**src/conv_ctrl_pkg.sv**
```systemverilog
`default_nettype none

package conv_ctrl_pkg;

    // Sequencer states, one window per pass from ADDR to CHECK_DONE.
    typedef enum logic [3:0] {
        IDLE            = 4'd0,
        ADDR            = 4'd1,
        LOAD            = 4'd2,
        MAC0            = 4'd3,
        MAC1            = 4'd4,
        MAC2            = 4'd5,
        SUM             = 4'd6,
        ACC             = 4'd7,
        STORE           = 4'd8,
        UPDATE_COUNTERS = 4'd9,
        CHECK_DONE      = 4'd10
    } state_t;

    // Tap select, TAP_NONE feeds a zero operand.
    typedef enum logic [1:0] {
        TAP_NONE = 2'd0,
        TAP_0    = 2'd1,
        TAP_1    = 2'd2,
        TAP_2    = 2'd3
    } tap_sel_t;

endpackage

`default_nettype wire

```
**src/conv_pkg.sv**
```systemverilog
`default_nettype none

package conv_pkg;

    //////////////////////////////////////////////////
    // Memory geometry.
    //////////////////////////////////////////////////

    localparam int MEM_DEPTH = 64;
    localparam int ADDR_W    = $clog2(MEM_DEPTH);

    // Window width, fixed by the three MAC states.
    localparam int TAPS = 3;

    // Arithmetic right shift after the bias add.
    localparam int OUT_SHIFT = 2;

    //////////////////////////////////////////////////
    // Data words.
    //////////////////////////////////////////////////

    typedef logic signed [7:0]  sample_t;
    typedef logic signed [7:0]  weight_t;
    typedef logic signed [15:0] prod_t;
    typedef logic signed [17:0] psum_t;
    typedef logic signed [15:0] result_t;

    // Saturation limits of result_t.
    localparam int RES_MAX = 32767;
    localparam int RES_MIN = -32768;

endpackage

`default_nettype wire

```
**src/conv_addr_gen.sv**
```systemverilog
`timescale 1ns/1ps
`default_nettype none

module conv_addr_gen (
    input  wire logic                        clk,
    input  wire logic                        rst_n,
    input  wire logic                        conv,
    input  wire logic                        counter_enable,
    input  wire logic [conv_pkg::ADDR_W-1:0] length,

    output logic [conv_pkg::ADDR_W-1:0]      rd_addr0,
    output logic [conv_pkg::ADDR_W-1:0]      rd_addr1,
    output logic [conv_pkg::ADDR_W-1:0]      rd_addr2,
    output logic [conv_pkg::ADDR_W-1:0]      wr_addr,
    output logic                             done
);

    import conv_pkg::*;

    logic [ADDR_W-1:0] pos_q;
    logic [ADDR_W-1:0] len_q;
    logic [ADDR_W-1:0] last_pos;

    //////////////////////////////////////////////////
    // Window position and run length.
    //////////////////////////////////////////////////

    always_ff @(posedge clk or negedge rst_n)
    begin
        if (!rst_n)
        begin
            pos_q <= '0;
            len_q <= '0;
        end
        else if (conv)
        begin
            pos_q <= '0;
            len_q <= length;
        end
        else if (counter_enable)
        begin
            pos_q <= pos_q + ADDR_W'(1);
        end
    end

    // A length of MEM_DEPTH wraps to zero, and the modulo
    // subtraction still lands on the last position.
    assign last_pos = len_q - ADDR_W'(2);
    assign done     = (pos_q == last_pos);

    //////////////////////////////////////////////////
    // Addresses.
    //////////////////////////////////////////////////

    assign rd_addr0 = pos_q;
    assign rd_addr1 = pos_q + ADDR_W'(1);
    assign rd_addr2 = pos_q + ADDR_W'(2);

    // Result lands at the window's first sample.
    assign wr_addr = pos_q;

endmodule

`default_nettype wire

```
**src/conv_control.sv**
```systemverilog
`timescale 1ns/1ps
`default_nettype none

module conv_control (
    input  wire logic              clk,
    input  wire logic              rst_n,
    input  wire logic              conv,
    input  wire logic              done,

    output logic                   addr,
    output logic                   load,
    output conv_ctrl_pkg::tap_sel_t mux_sel,
    output logic                   acc_enable,
    output logic                   counter_enable,
    output logic                   store,
    output logic                   busy
);

    import conv_ctrl_pkg::*;

    state_t state_q;
    state_t state_d;

    //////////////////////////////////////////////////
    // State register.
    //////////////////////////////////////////////////

    always_ff @(posedge clk or negedge rst_n)
    begin
        if (!rst_n)
        begin
            state_q <= IDLE;
        end
        else
        begin
            state_q <= state_d;
        end
    end

    // Any state but IDLE belongs to a run.
    assign busy = (state_q != IDLE);

    //////////////////////////////////////////////////
    // Next state and strobes.
    //////////////////////////////////////////////////

    always_comb
    begin
        addr           = 1'b0;
        load           = 1'b0;
        mux_sel        = TAP_NONE;
        acc_enable     = 1'b0;
        store          = 1'b0;
        counter_enable = 1'b0;
        state_d        = state_q;

        case (state_q)
            IDLE:
            begin
                state_d = conv ? ADDR : IDLE;
            end
            ADDR:
            begin
                addr    = 1'b1;
                state_d = LOAD;
            end
            LOAD:
            begin
                load    = 1'b1;
                state_d = MAC0;
            end
            MAC0:
            begin
                mux_sel = TAP_0;
                state_d = MAC1;
            end
            MAC1:
            begin
                mux_sel = TAP_1;
                state_d = MAC2;
            end
            MAC2:
            begin
                mux_sel = TAP_2;
                state_d = SUM;
            end
            // Last product drains into the sum here.
            SUM:
            begin
                state_d = ACC;
            end
            ACC:
            begin
                acc_enable = 1'b1;
                state_d    = STORE;
            end
            STORE:
            begin
                store   = 1'b1;
                state_d = UPDATE_COUNTERS;
            end
            UPDATE_COUNTERS:
            begin
                counter_enable = 1'b1;
                state_d        = CHECK_DONE;
            end
            CHECK_DONE:
            begin
                state_d = done ? IDLE : ADDR;
            end
            default:
            begin
                state_d = IDLE;
            end
        endcase
    end

endmodule

`default_nettype wire

```
**src/conv_datapath.sv**
```systemverilog
`timescale 1ns/1ps
`default_nettype none

module conv_datapath (
    input  wire logic                        clk,
    input  wire logic                        rst_n,

    input  wire logic                        smp_we,
    input  wire logic [conv_pkg::ADDR_W-1:0] smp_waddr,
    input  conv_pkg::sample_t                smp_wdata,

    input  wire logic [conv_pkg::ADDR_W-1:0] rd_addr0,
    input  wire logic [conv_pkg::ADDR_W-1:0] rd_addr1,
    input  wire logic [conv_pkg::ADDR_W-1:0] rd_addr2,
    input  wire logic [conv_pkg::ADDR_W-1:0] wr_addr,

    input  wire logic [conv_pkg::ADDR_W-1:0] res_raddr,
    output conv_pkg::result_t                res_rdata,

    input  wire logic                        cfg_load,
    input  conv_pkg::weight_t                w0,
    input  conv_pkg::weight_t                w1,
    input  conv_pkg::weight_t                w2,
    input  conv_pkg::weight_t                bias,

    input  wire logic                        addr,
    input  wire logic                        load,
    input  conv_ctrl_pkg::tap_sel_t          mux_sel,
    input  wire logic                        acc_enable,
    input  wire logic                        store
);

    import conv_pkg::*;
    import conv_ctrl_pkg::*;

    logic [ADDR_W-1:0] rd_addr [TAPS];
    sample_t           bank_q  [TAPS];
    sample_t           win_q   [TAPS];
    weight_t           wgt_q   [TAPS];
    weight_t           bias_q;
    sample_t           op_s;
    weight_t           op_w;
    prod_t             prod_q;
    psum_t             psum_q;
    psum_t             biased;
    psum_t             shifted;
    result_t           sat;
    result_t           result_q;

    //////////////////////////////////////////////////
    // Sample banks, one per tap.
    //////////////////////////////////////////////////

    assign rd_addr[0] = rd_addr0;
    assign rd_addr[1] = rd_addr1;
    assign rd_addr[2] = rd_addr2;

    for (genvar t = 0; t < TAPS; t++)
    begin : g_bank
        conv_ram #(.word_t(sample_t), .DEPTH(MEM_DEPTH)) u_bank (
            .clk   (clk),
            .we    (smp_we),
            .waddr (smp_waddr),
            .wdata (smp_wdata),
            .re    (addr),
            .raddr (rd_addr[t]),
            .rdata (bank_q[t])
        );
    end

    //////////////////////////////////////////////////
    // Configuration and window registers.
    //////////////////////////////////////////////////

    always_ff @(posedge clk or negedge rst_n)
    begin
        if (!rst_n)
        begin
            for (int i = 0; i < TAPS; i++)
            begin
                wgt_q[i] <= '0;
                win_q[i] <= '0;
            end
            bias_q <= '0;
        end
        else
        begin
            if (cfg_load)
            begin
                wgt_q[0] <= w0;
                wgt_q[1] <= w1;
                wgt_q[2] <= w2;
                bias_q   <= bias;
            end
            if (load)
            begin
                win_q <= bank_q;
            end
        end
    end

    // Tap mux.
    always_comb
    begin
        op_s = '0;
        op_w = '0;
        case (mux_sel)
            TAP_0:
            begin
                op_s = win_q[0];
                op_w = wgt_q[0];
            end
            TAP_1:
            begin
                op_s = win_q[1];
                op_w = wgt_q[1];
            end
            TAP_2:
            begin
                op_s = win_q[2];
                op_w = wgt_q[2];
            end
            default:
            begin
                op_s = '0;
                op_w = '0;
            end
        endcase
    end

    //////////////////////////////////////////////////
    // Multiply-accumulate, one product stage deep.
    //////////////////////////////////////////////////

    always_ff @(posedge clk or negedge rst_n)
    begin
        if (!rst_n)
        begin
            prod_q <= '0;
            psum_q <= '0;
        end
        else
        begin
            prod_q <= op_s * op_w;
            if (load)
            begin
                psum_q <= '0;
            end
            else
            begin
                psum_q <= psum_q + psum_t'(prod_q);
            end
        end
    end

    // Bias, shift, saturate.
    assign biased  = psum_q + psum_t'(bias_q);
    assign shifted = biased >>> OUT_SHIFT;

    always_comb
    begin
        if (shifted > RES_MAX)
        begin
            sat = result_t'(RES_MAX);
        end
        else if (shifted < RES_MIN)
        begin
            sat = result_t'(RES_MIN);
        end
        else
        begin
            sat = result_t'(shifted);
        end
    end

    always_ff @(posedge clk or negedge rst_n)
    begin
        if (!rst_n)
        begin
            result_q <= '0;
        end
        else if (acc_enable)
        begin
            result_q <= sat;
        end
    end

    //////////////////////////////////////////////////
    // Result memory.
    //////////////////////////////////////////////////

    conv_ram #(.word_t(result_t), .DEPTH(MEM_DEPTH)) u_result (
        .clk   (clk),
        .we    (store),
        .waddr (wr_addr),
        .wdata (result_q),
        .re    (1'b1),
        .raddr (res_raddr),
        .rdata (res_rdata)
    );

endmodule

`default_nettype wire

```
**src/conv_ram.sv**
```systemverilog
`timescale 1ns/1ps
`default_nettype none

module conv_ram #(
    parameter type word_t = conv_pkg::sample_t,
    parameter int  DEPTH  = 64
) (
    input  wire logic                      clk,

    input  wire logic                      we,
    input  wire logic [conv_pkg::ADDR_W-1:0] waddr,
    input  word_t                          wdata,

    input  wire logic                      re,
    input  wire logic [conv_pkg::ADDR_W-1:0] raddr,
    output word_t                          rdata
);

    word_t mem [DEPTH];

    //////////////////////////////////////////////////
    // Write port.
    //////////////////////////////////////////////////

    always_ff @(posedge clk)
    begin
        if (we)
        begin
            mem[waddr] <= wdata;
        end
    end

    //////////////////////////////////////////////////
    // Registered read port.
    //////////////////////////////////////////////////

    // Holds its last word while re is low.
    always_ff @(posedge clk)
    begin
        if (re)
        begin
            rdata <= mem[raddr];
        end
    end

endmodule

`default_nettype wire

```
**src/conv_top.sv**
```systemverilog
`timescale 1ns/1ps
`default_nettype none

module conv_top (
    input  wire logic                        clk,
    input  wire logic                        rst_n,

    input  wire logic                        conv,
    input  wire logic [conv_pkg::ADDR_W-1:0] length,
    input  conv_pkg::weight_t                w0,
    input  conv_pkg::weight_t                w1,
    input  conv_pkg::weight_t                w2,
    input  conv_pkg::weight_t                bias,

    input  wire logic                        smp_we,
    input  wire logic [conv_pkg::ADDR_W-1:0] smp_waddr,
    input  conv_pkg::sample_t                smp_wdata,

    input  wire logic [conv_pkg::ADDR_W-1:0] res_raddr,
    output conv_pkg::result_t                res_rdata,

    output logic                             busy
);

    import conv_pkg::*;
    import conv_ctrl_pkg::*;

    logic              accept;
    logic              addr;
    logic              load;
    tap_sel_t          mux_sel;
    logic              acc_enable;
    logic              counter_enable;
    logic              store;
    logic              done;
    logic [ADDR_W-1:0] rd_addr0;
    logic [ADDR_W-1:0] rd_addr1;
    logic [ADDR_W-1:0] rd_addr2;
    logic [ADDR_W-1:0] wr_addr;

    // Start pulse, dropped while a run is active.
    assign accept = conv & ~busy;

    conv_control u_control (
        .clk            (clk),
        .rst_n          (rst_n),
        .conv           (conv),
        .done           (done),
        .addr           (addr),
        .load           (load),
        .mux_sel        (mux_sel),
        .acc_enable     (acc_enable),
        .counter_enable (counter_enable),
        .store          (store),
        .busy           (busy)
    );

    conv_addr_gen u_addr_gen (
        .clk            (clk),
        .rst_n          (rst_n),
        .conv           (accept),
        .counter_enable (counter_enable),
        .length         (length),
        .rd_addr0       (rd_addr0),
        .rd_addr1       (rd_addr1),
        .rd_addr2       (rd_addr2),
        .wr_addr        (wr_addr),
        .done           (done)
    );

    conv_datapath u_datapath (
        .clk        (clk),
        .rst_n      (rst_n),
        .smp_we     (smp_we),
        .smp_waddr  (smp_waddr),
        .smp_wdata  (smp_wdata),
        .rd_addr0   (rd_addr0),
        .rd_addr1   (rd_addr1),
        .rd_addr2   (rd_addr2),
        .wr_addr    (wr_addr),
        .res_raddr  (res_raddr),
        .res_rdata  (res_rdata),
        .cfg_load   (accept),
        .w0         (w0),
        .w1         (w1),
        .w2         (w2),
        .bias       (bias),
        .addr       (addr),
        .load       (load),
        .mux_sel    (mux_sel),
        .acc_enable (acc_enable),
        .store      (store)
    );

endmodule

`default_nettype wire

```
**config.mk**
```make
export PLATFORM = sky130hd
export DESIGN_NAME = conv_top
export DESIGN_NICKNAME = d
export VERILOG_FILES = /design/src/conv_ctrl_pkg.sv /design/src/conv_pkg.sv /design/src/conv_addr_gen.sv /design/src/conv_control.sv /design/src/conv_datapath.sv /design/src/conv_ram.sv /design/src/conv_top.sv
export SDC_FILE = /design/constraint.sdc
export NUM_CORES = 2
export LEC_CHECK = 0
export BUFFER_PORTS_ARGS = -buffer_cell sky130_fd_sc_hd__buf_2
export CAP_MARGIN = 10
export CORE_MARGIN = 3
export CORE_UTILIZATION = 40
export CTS_CLUSTER_SIZE = 40
export DETAILED_ROUTE_END_ITERATION = 10
export PLACE_DENSITY = 0.65
export SLEW_MARGIN = 20
export SYNTH_ARGS = -nofsm -noshare
export SYNTH_HDL_FRONTEND = slang
export SYNTH_SLANG_ARGS = --single-unit
```
**constraint.sdc**
```tcl
create_clock -name clk -period 6.7 [get_ports clk]
set_input_delay 0.335 -clock clk [delete_from_list [all_inputs] [get_ports clk]]
set_output_delay 0.335 -clock clk [all_outputs]
set_load 0.01 [all_outputs]
```
==> results.sh <==
export IMPL_status="completed"
export IMPL_wl_per_cell_um=28.05
export IMPL_htree_num_levels=4
export IMPL_syn2layout_area_growth_pct=12.68
export IMPL_synthMuxAreaShare_pct=22.46
export IMPL_finalMaxSlewViolations=0
export IMPL_ir_worst_vdd_mv=0.3889
export IMPL_fin_skew_ns=0.04153
export IMPL_p_leak_nw=28.03
export IMPL_yosys_area_share_xor_xnor_pct=0.7005
export IMPL_rsz0062_at_grt="no"
export IMPL_overflow=0
export IMPL_drv_cap=0
export IMPL_synth_compound_area_share_pct=2.874
export IMPL_end_kind="flop"
export IMPL_cts_setup_buffers=0
export IMPL_ys_seq_elements=1698
export IMPL_dp_hpwl_um=118700
export IMPL_yosys_warnings=0
export IMPL_drc_errors=0
export IMPL_io_buffers=78
export IMPL_ioPinCount=79
export IMPL_clock_fmax_mhz=161.5
export IMPL_final_cell_mix="edfxtp_1, mux4_2, nor2_1"
export IMPL_cts_buffer_depth=3
export IMPL_dieArea_mm2=0.1960
export IMPL_antenna_left=0
export IMPL_p_per_area_mw_per_mm2=395.1
export IMPL_required_ns=7.39
export IMPL_cts_resized=0
export IMPL_async_flop_share_pct=7.185
export IMPL_fin_tns_setup_ns=0
export IMPL_synthAdderAreaFrac_pct=2.585
export IMPL_slew_limit_headroom_pct=21.30
export IMPL_synth_cells=4056
export IMPL_setup_viol=0
export IMPL_place_congestion=0.8440
export IMPL_seq_area_frac_synth_pct=65.84
export IMPL_synthSimpleGateAreaFrac_pct=3.563
export IMPL_path_clk_slew_ns=0.06
export IMPL_period_needed_ns=6.193
export IMPL_grt_usage_pct=19.53
export IMPL_worst_slack_ns=0.5073
export IMPL_final_hold_violation_count=0
export IMPL_cts_tree="yes"
export IMPL_period_share_pct=92.43
export IMPL_final_common_cell="edfxtp_1"
export IMPL_crit_arrival_ns=6.88
export IMPL_grt_pass1_wl_um=284000
export IMPL_hp_class="in -> reg"
export IMPL_fill_cells=15840
export IMPL_dp_cells=6497
export IMPL_tightest_slew_ns=1.180
export IMPL_core_area_mm2=0.1886
export IMPL_syn_area_per_cell_um2=18.81
export IMPL_grt_start_max_net_pins=121
export IMPL_synth_edff_count=1560
export IMPL_cts_root_buf="clkbuf_16"
export IMPL_power_total_mw=33.96
export IMPL_antenna_found_initial=5
export IMPL_path_class="reg -> reg"
export IMPL_drtPass1Iterations=5
export IMPL_layout_cells_non_filler=6856
export IMPL_row_count=159
export IMPL_drt_iter0_drc=4834
export IMPL_critical_path_peak_fanout=16
export IMPL_start_util_pct=40.44
export IMPL_synth_ff_type="edfxtp_1"
export IMPL_nNetsFinal=4408
export IMPL_synth_cell_type_count=64
export IMPL_cts_buffers=171
export IMPL_place_ws_ns=0.4705
export IMPL_die_w_um=442.7
export IMPL_syn_nets=4242
export IMPL_syn_area_mm2=0.07627
export IMPL_grt_pass1_vias=41280
export IMPL_routed_wl_um=192300
export IMPL_vias=40440
export IMPL_drive_above_1_share_pct=28.60
export IMPL_vias_per_cell=5.898
export IMPL_critPathLaunchType="flop"
export IMPL_die_height_um=442.7
export IMPL_clock_latency_ns=0.83
export IMPL_cts_sinks=1698
export IMPL_synth_top_family_by_area="multiplexers"
-- what timing repair did --
| item | CTS | global route |
|---|---|---|
| endpoints found under the setup margin | 0 | 0 |
| hold buffers | 41 | 0 |
| endpoints found under the hold margin | 99 | 0 |
-- synth_stat cells, types with 7 or more instances --
library cell  number  area share, %
a211oi_1          61           0.60
a21o_1            13           0.13
a21oi_1           81           0.53
a222oi_1          16           0.21
a31o_2            10           0.11
and2_1             7          0.057
and3_1            17           0.14
buf_1             33           0.16
buf_2             83           0.54
buf_4             17           0.17
clkbuf_1         112           0.55
dfrtp_1          122            4.0
dfxtp_1           16           0.42
edfxtp_1        1560             61
fa_1              56            1.5
ha_1              68            1.1
inv_1             93           0.46
mux2_2            63           0.93
mux2i_1          189            2.5
mux4_2           644             19
nand2_1          186           0.92
nand2b_1          11          0.090
nand3_1           33           0.22
nor2_1           233            1.1
nor2b_1           53           0.43
nor3_1            15          0.098
o211ai_1          14           0.14
o21ai_0           45           0.30
o22ai_1           40           0.33
or2_2             14           0.11
or4_1             11           0.11
xnor2_1           33           0.38
xor2_1            28           0.32
-- logic make-up after synthesis --
kind of cell,after synthesis
buffers and inverters,345
flip-flops,1698
AND/OR/NAND/NOR,605
adder cells (fa/ha/maj),124
multiplexers,897
AO/OA/AOI/OAI,326
XOR/XNOR,61
-- routing by layer --
metal,vias to the layer above,GRT usage [%],wire length (um)
li1,16920,-,-
met1,21450,26.71,77760
met2,1752,32.07,94230
met3,311,3.562,14660
met4,2,5.804,5639
met5,-,0,8
-- flip-flops by register name (all words and copies together) (netlist names) --
name	count
u_addr_gen.len_q	6
u_addr_gen.rd_addr0	6
u_control.state_q	4
u_datapath.bias_q	8
u_datapath.g_bank.u_bank.mem	512
u_datapath.g_bank.u_bank.rdata	24
u_datapath.prod_q	16
u_datapath.psum_q	18
u_datapath.result_q	16
u_datapath.u_result.mem	1024
u_datapath.u_result.rdata	16
u_datapath.wgt_q	24
u_datapath.win_q	24
-- worst paths after layout --
| path | from | end | slack [ns] | depth (start not counted) |
|---|---|---|---|---|
| max | u_control.state_q[3] | u_datapath.prod_q[14] | 0.51 | 18 |
| min | conv | u_control.state_q[0] | 0.07 | 4 |
| max reg2reg | u_control.state_q[3] | u_datapath.prod_q[14] | 0.51 | 18 |
| min reg2reg | u_datapath.g_bank[1].u_bank.rdata[1] | u_datapath.win_q[9] | 0.48 | 1 |
| max in group asynchronous | rst_n | u_addr_gen.rd_addr0[0] | 5.07 | 3 |
| min in group asynchronous | rst_n | u_datapath.bias_q[5] | 0.15 | 2 |
-- metrics by stage --
stage | util [%] | cell area, um^2 | hold slack (ns)
after global routing | 45.57 | 85940 | 0.06790
after global placement | 42.34 | 79860 | 0.4635
after floorplan | - | 76270 | 0.03941
final | 45.57 | 85940 | 0.07256
after CTS | 45.52 | 85860 | 0.03663
after detailed placement | 42.35 | 79870 | 0.4638
-- where the power goes --
group	total (mW)	internal (mW)	switching (mW)
registers	13.8	13.0	0.853
logic	10.7	4.50	6.15
clock network	9.48	5.37	4.11
total	34.0	22.8	11.1
-- worst max-delay path: stages, from the launching register on --
cell and delay, ns:
dfrtp_1 0.50, nand2b_1 0.27, nor3_2 0.80, a222oi_1 0.52
or2_2 0.43, fa_1 0.50, fa_1 0.49, inv_1 0.05
fa_1 0.47, inv_1 0.05, fa_1 0.47, inv_1 0.04
ha_1 0.31, o21ai_0 0.12, a21boi_0 0.29, o21ai_0 0.16
a21oi_1 0.21, o21ai_0 0.14, o311ai_0 0.27
-- layout make-up --
cell class                      instances  area, um^2  area share (%)
Sequential cell                      1698       50260           58.49
Clock inverter                        101        1013           1.179
Inverter                               94       355.3          0.4135
Antenna cell                            1       2.502        0.002912
Clock buffer                          210        4561           5.307
Timing Repair Buffer                  244        1836           2.136
Tap cell                             2495        3122           3.632
Multi-Input combinational cell       2013       24790           28.84
(Power assumes the default switching activity.)
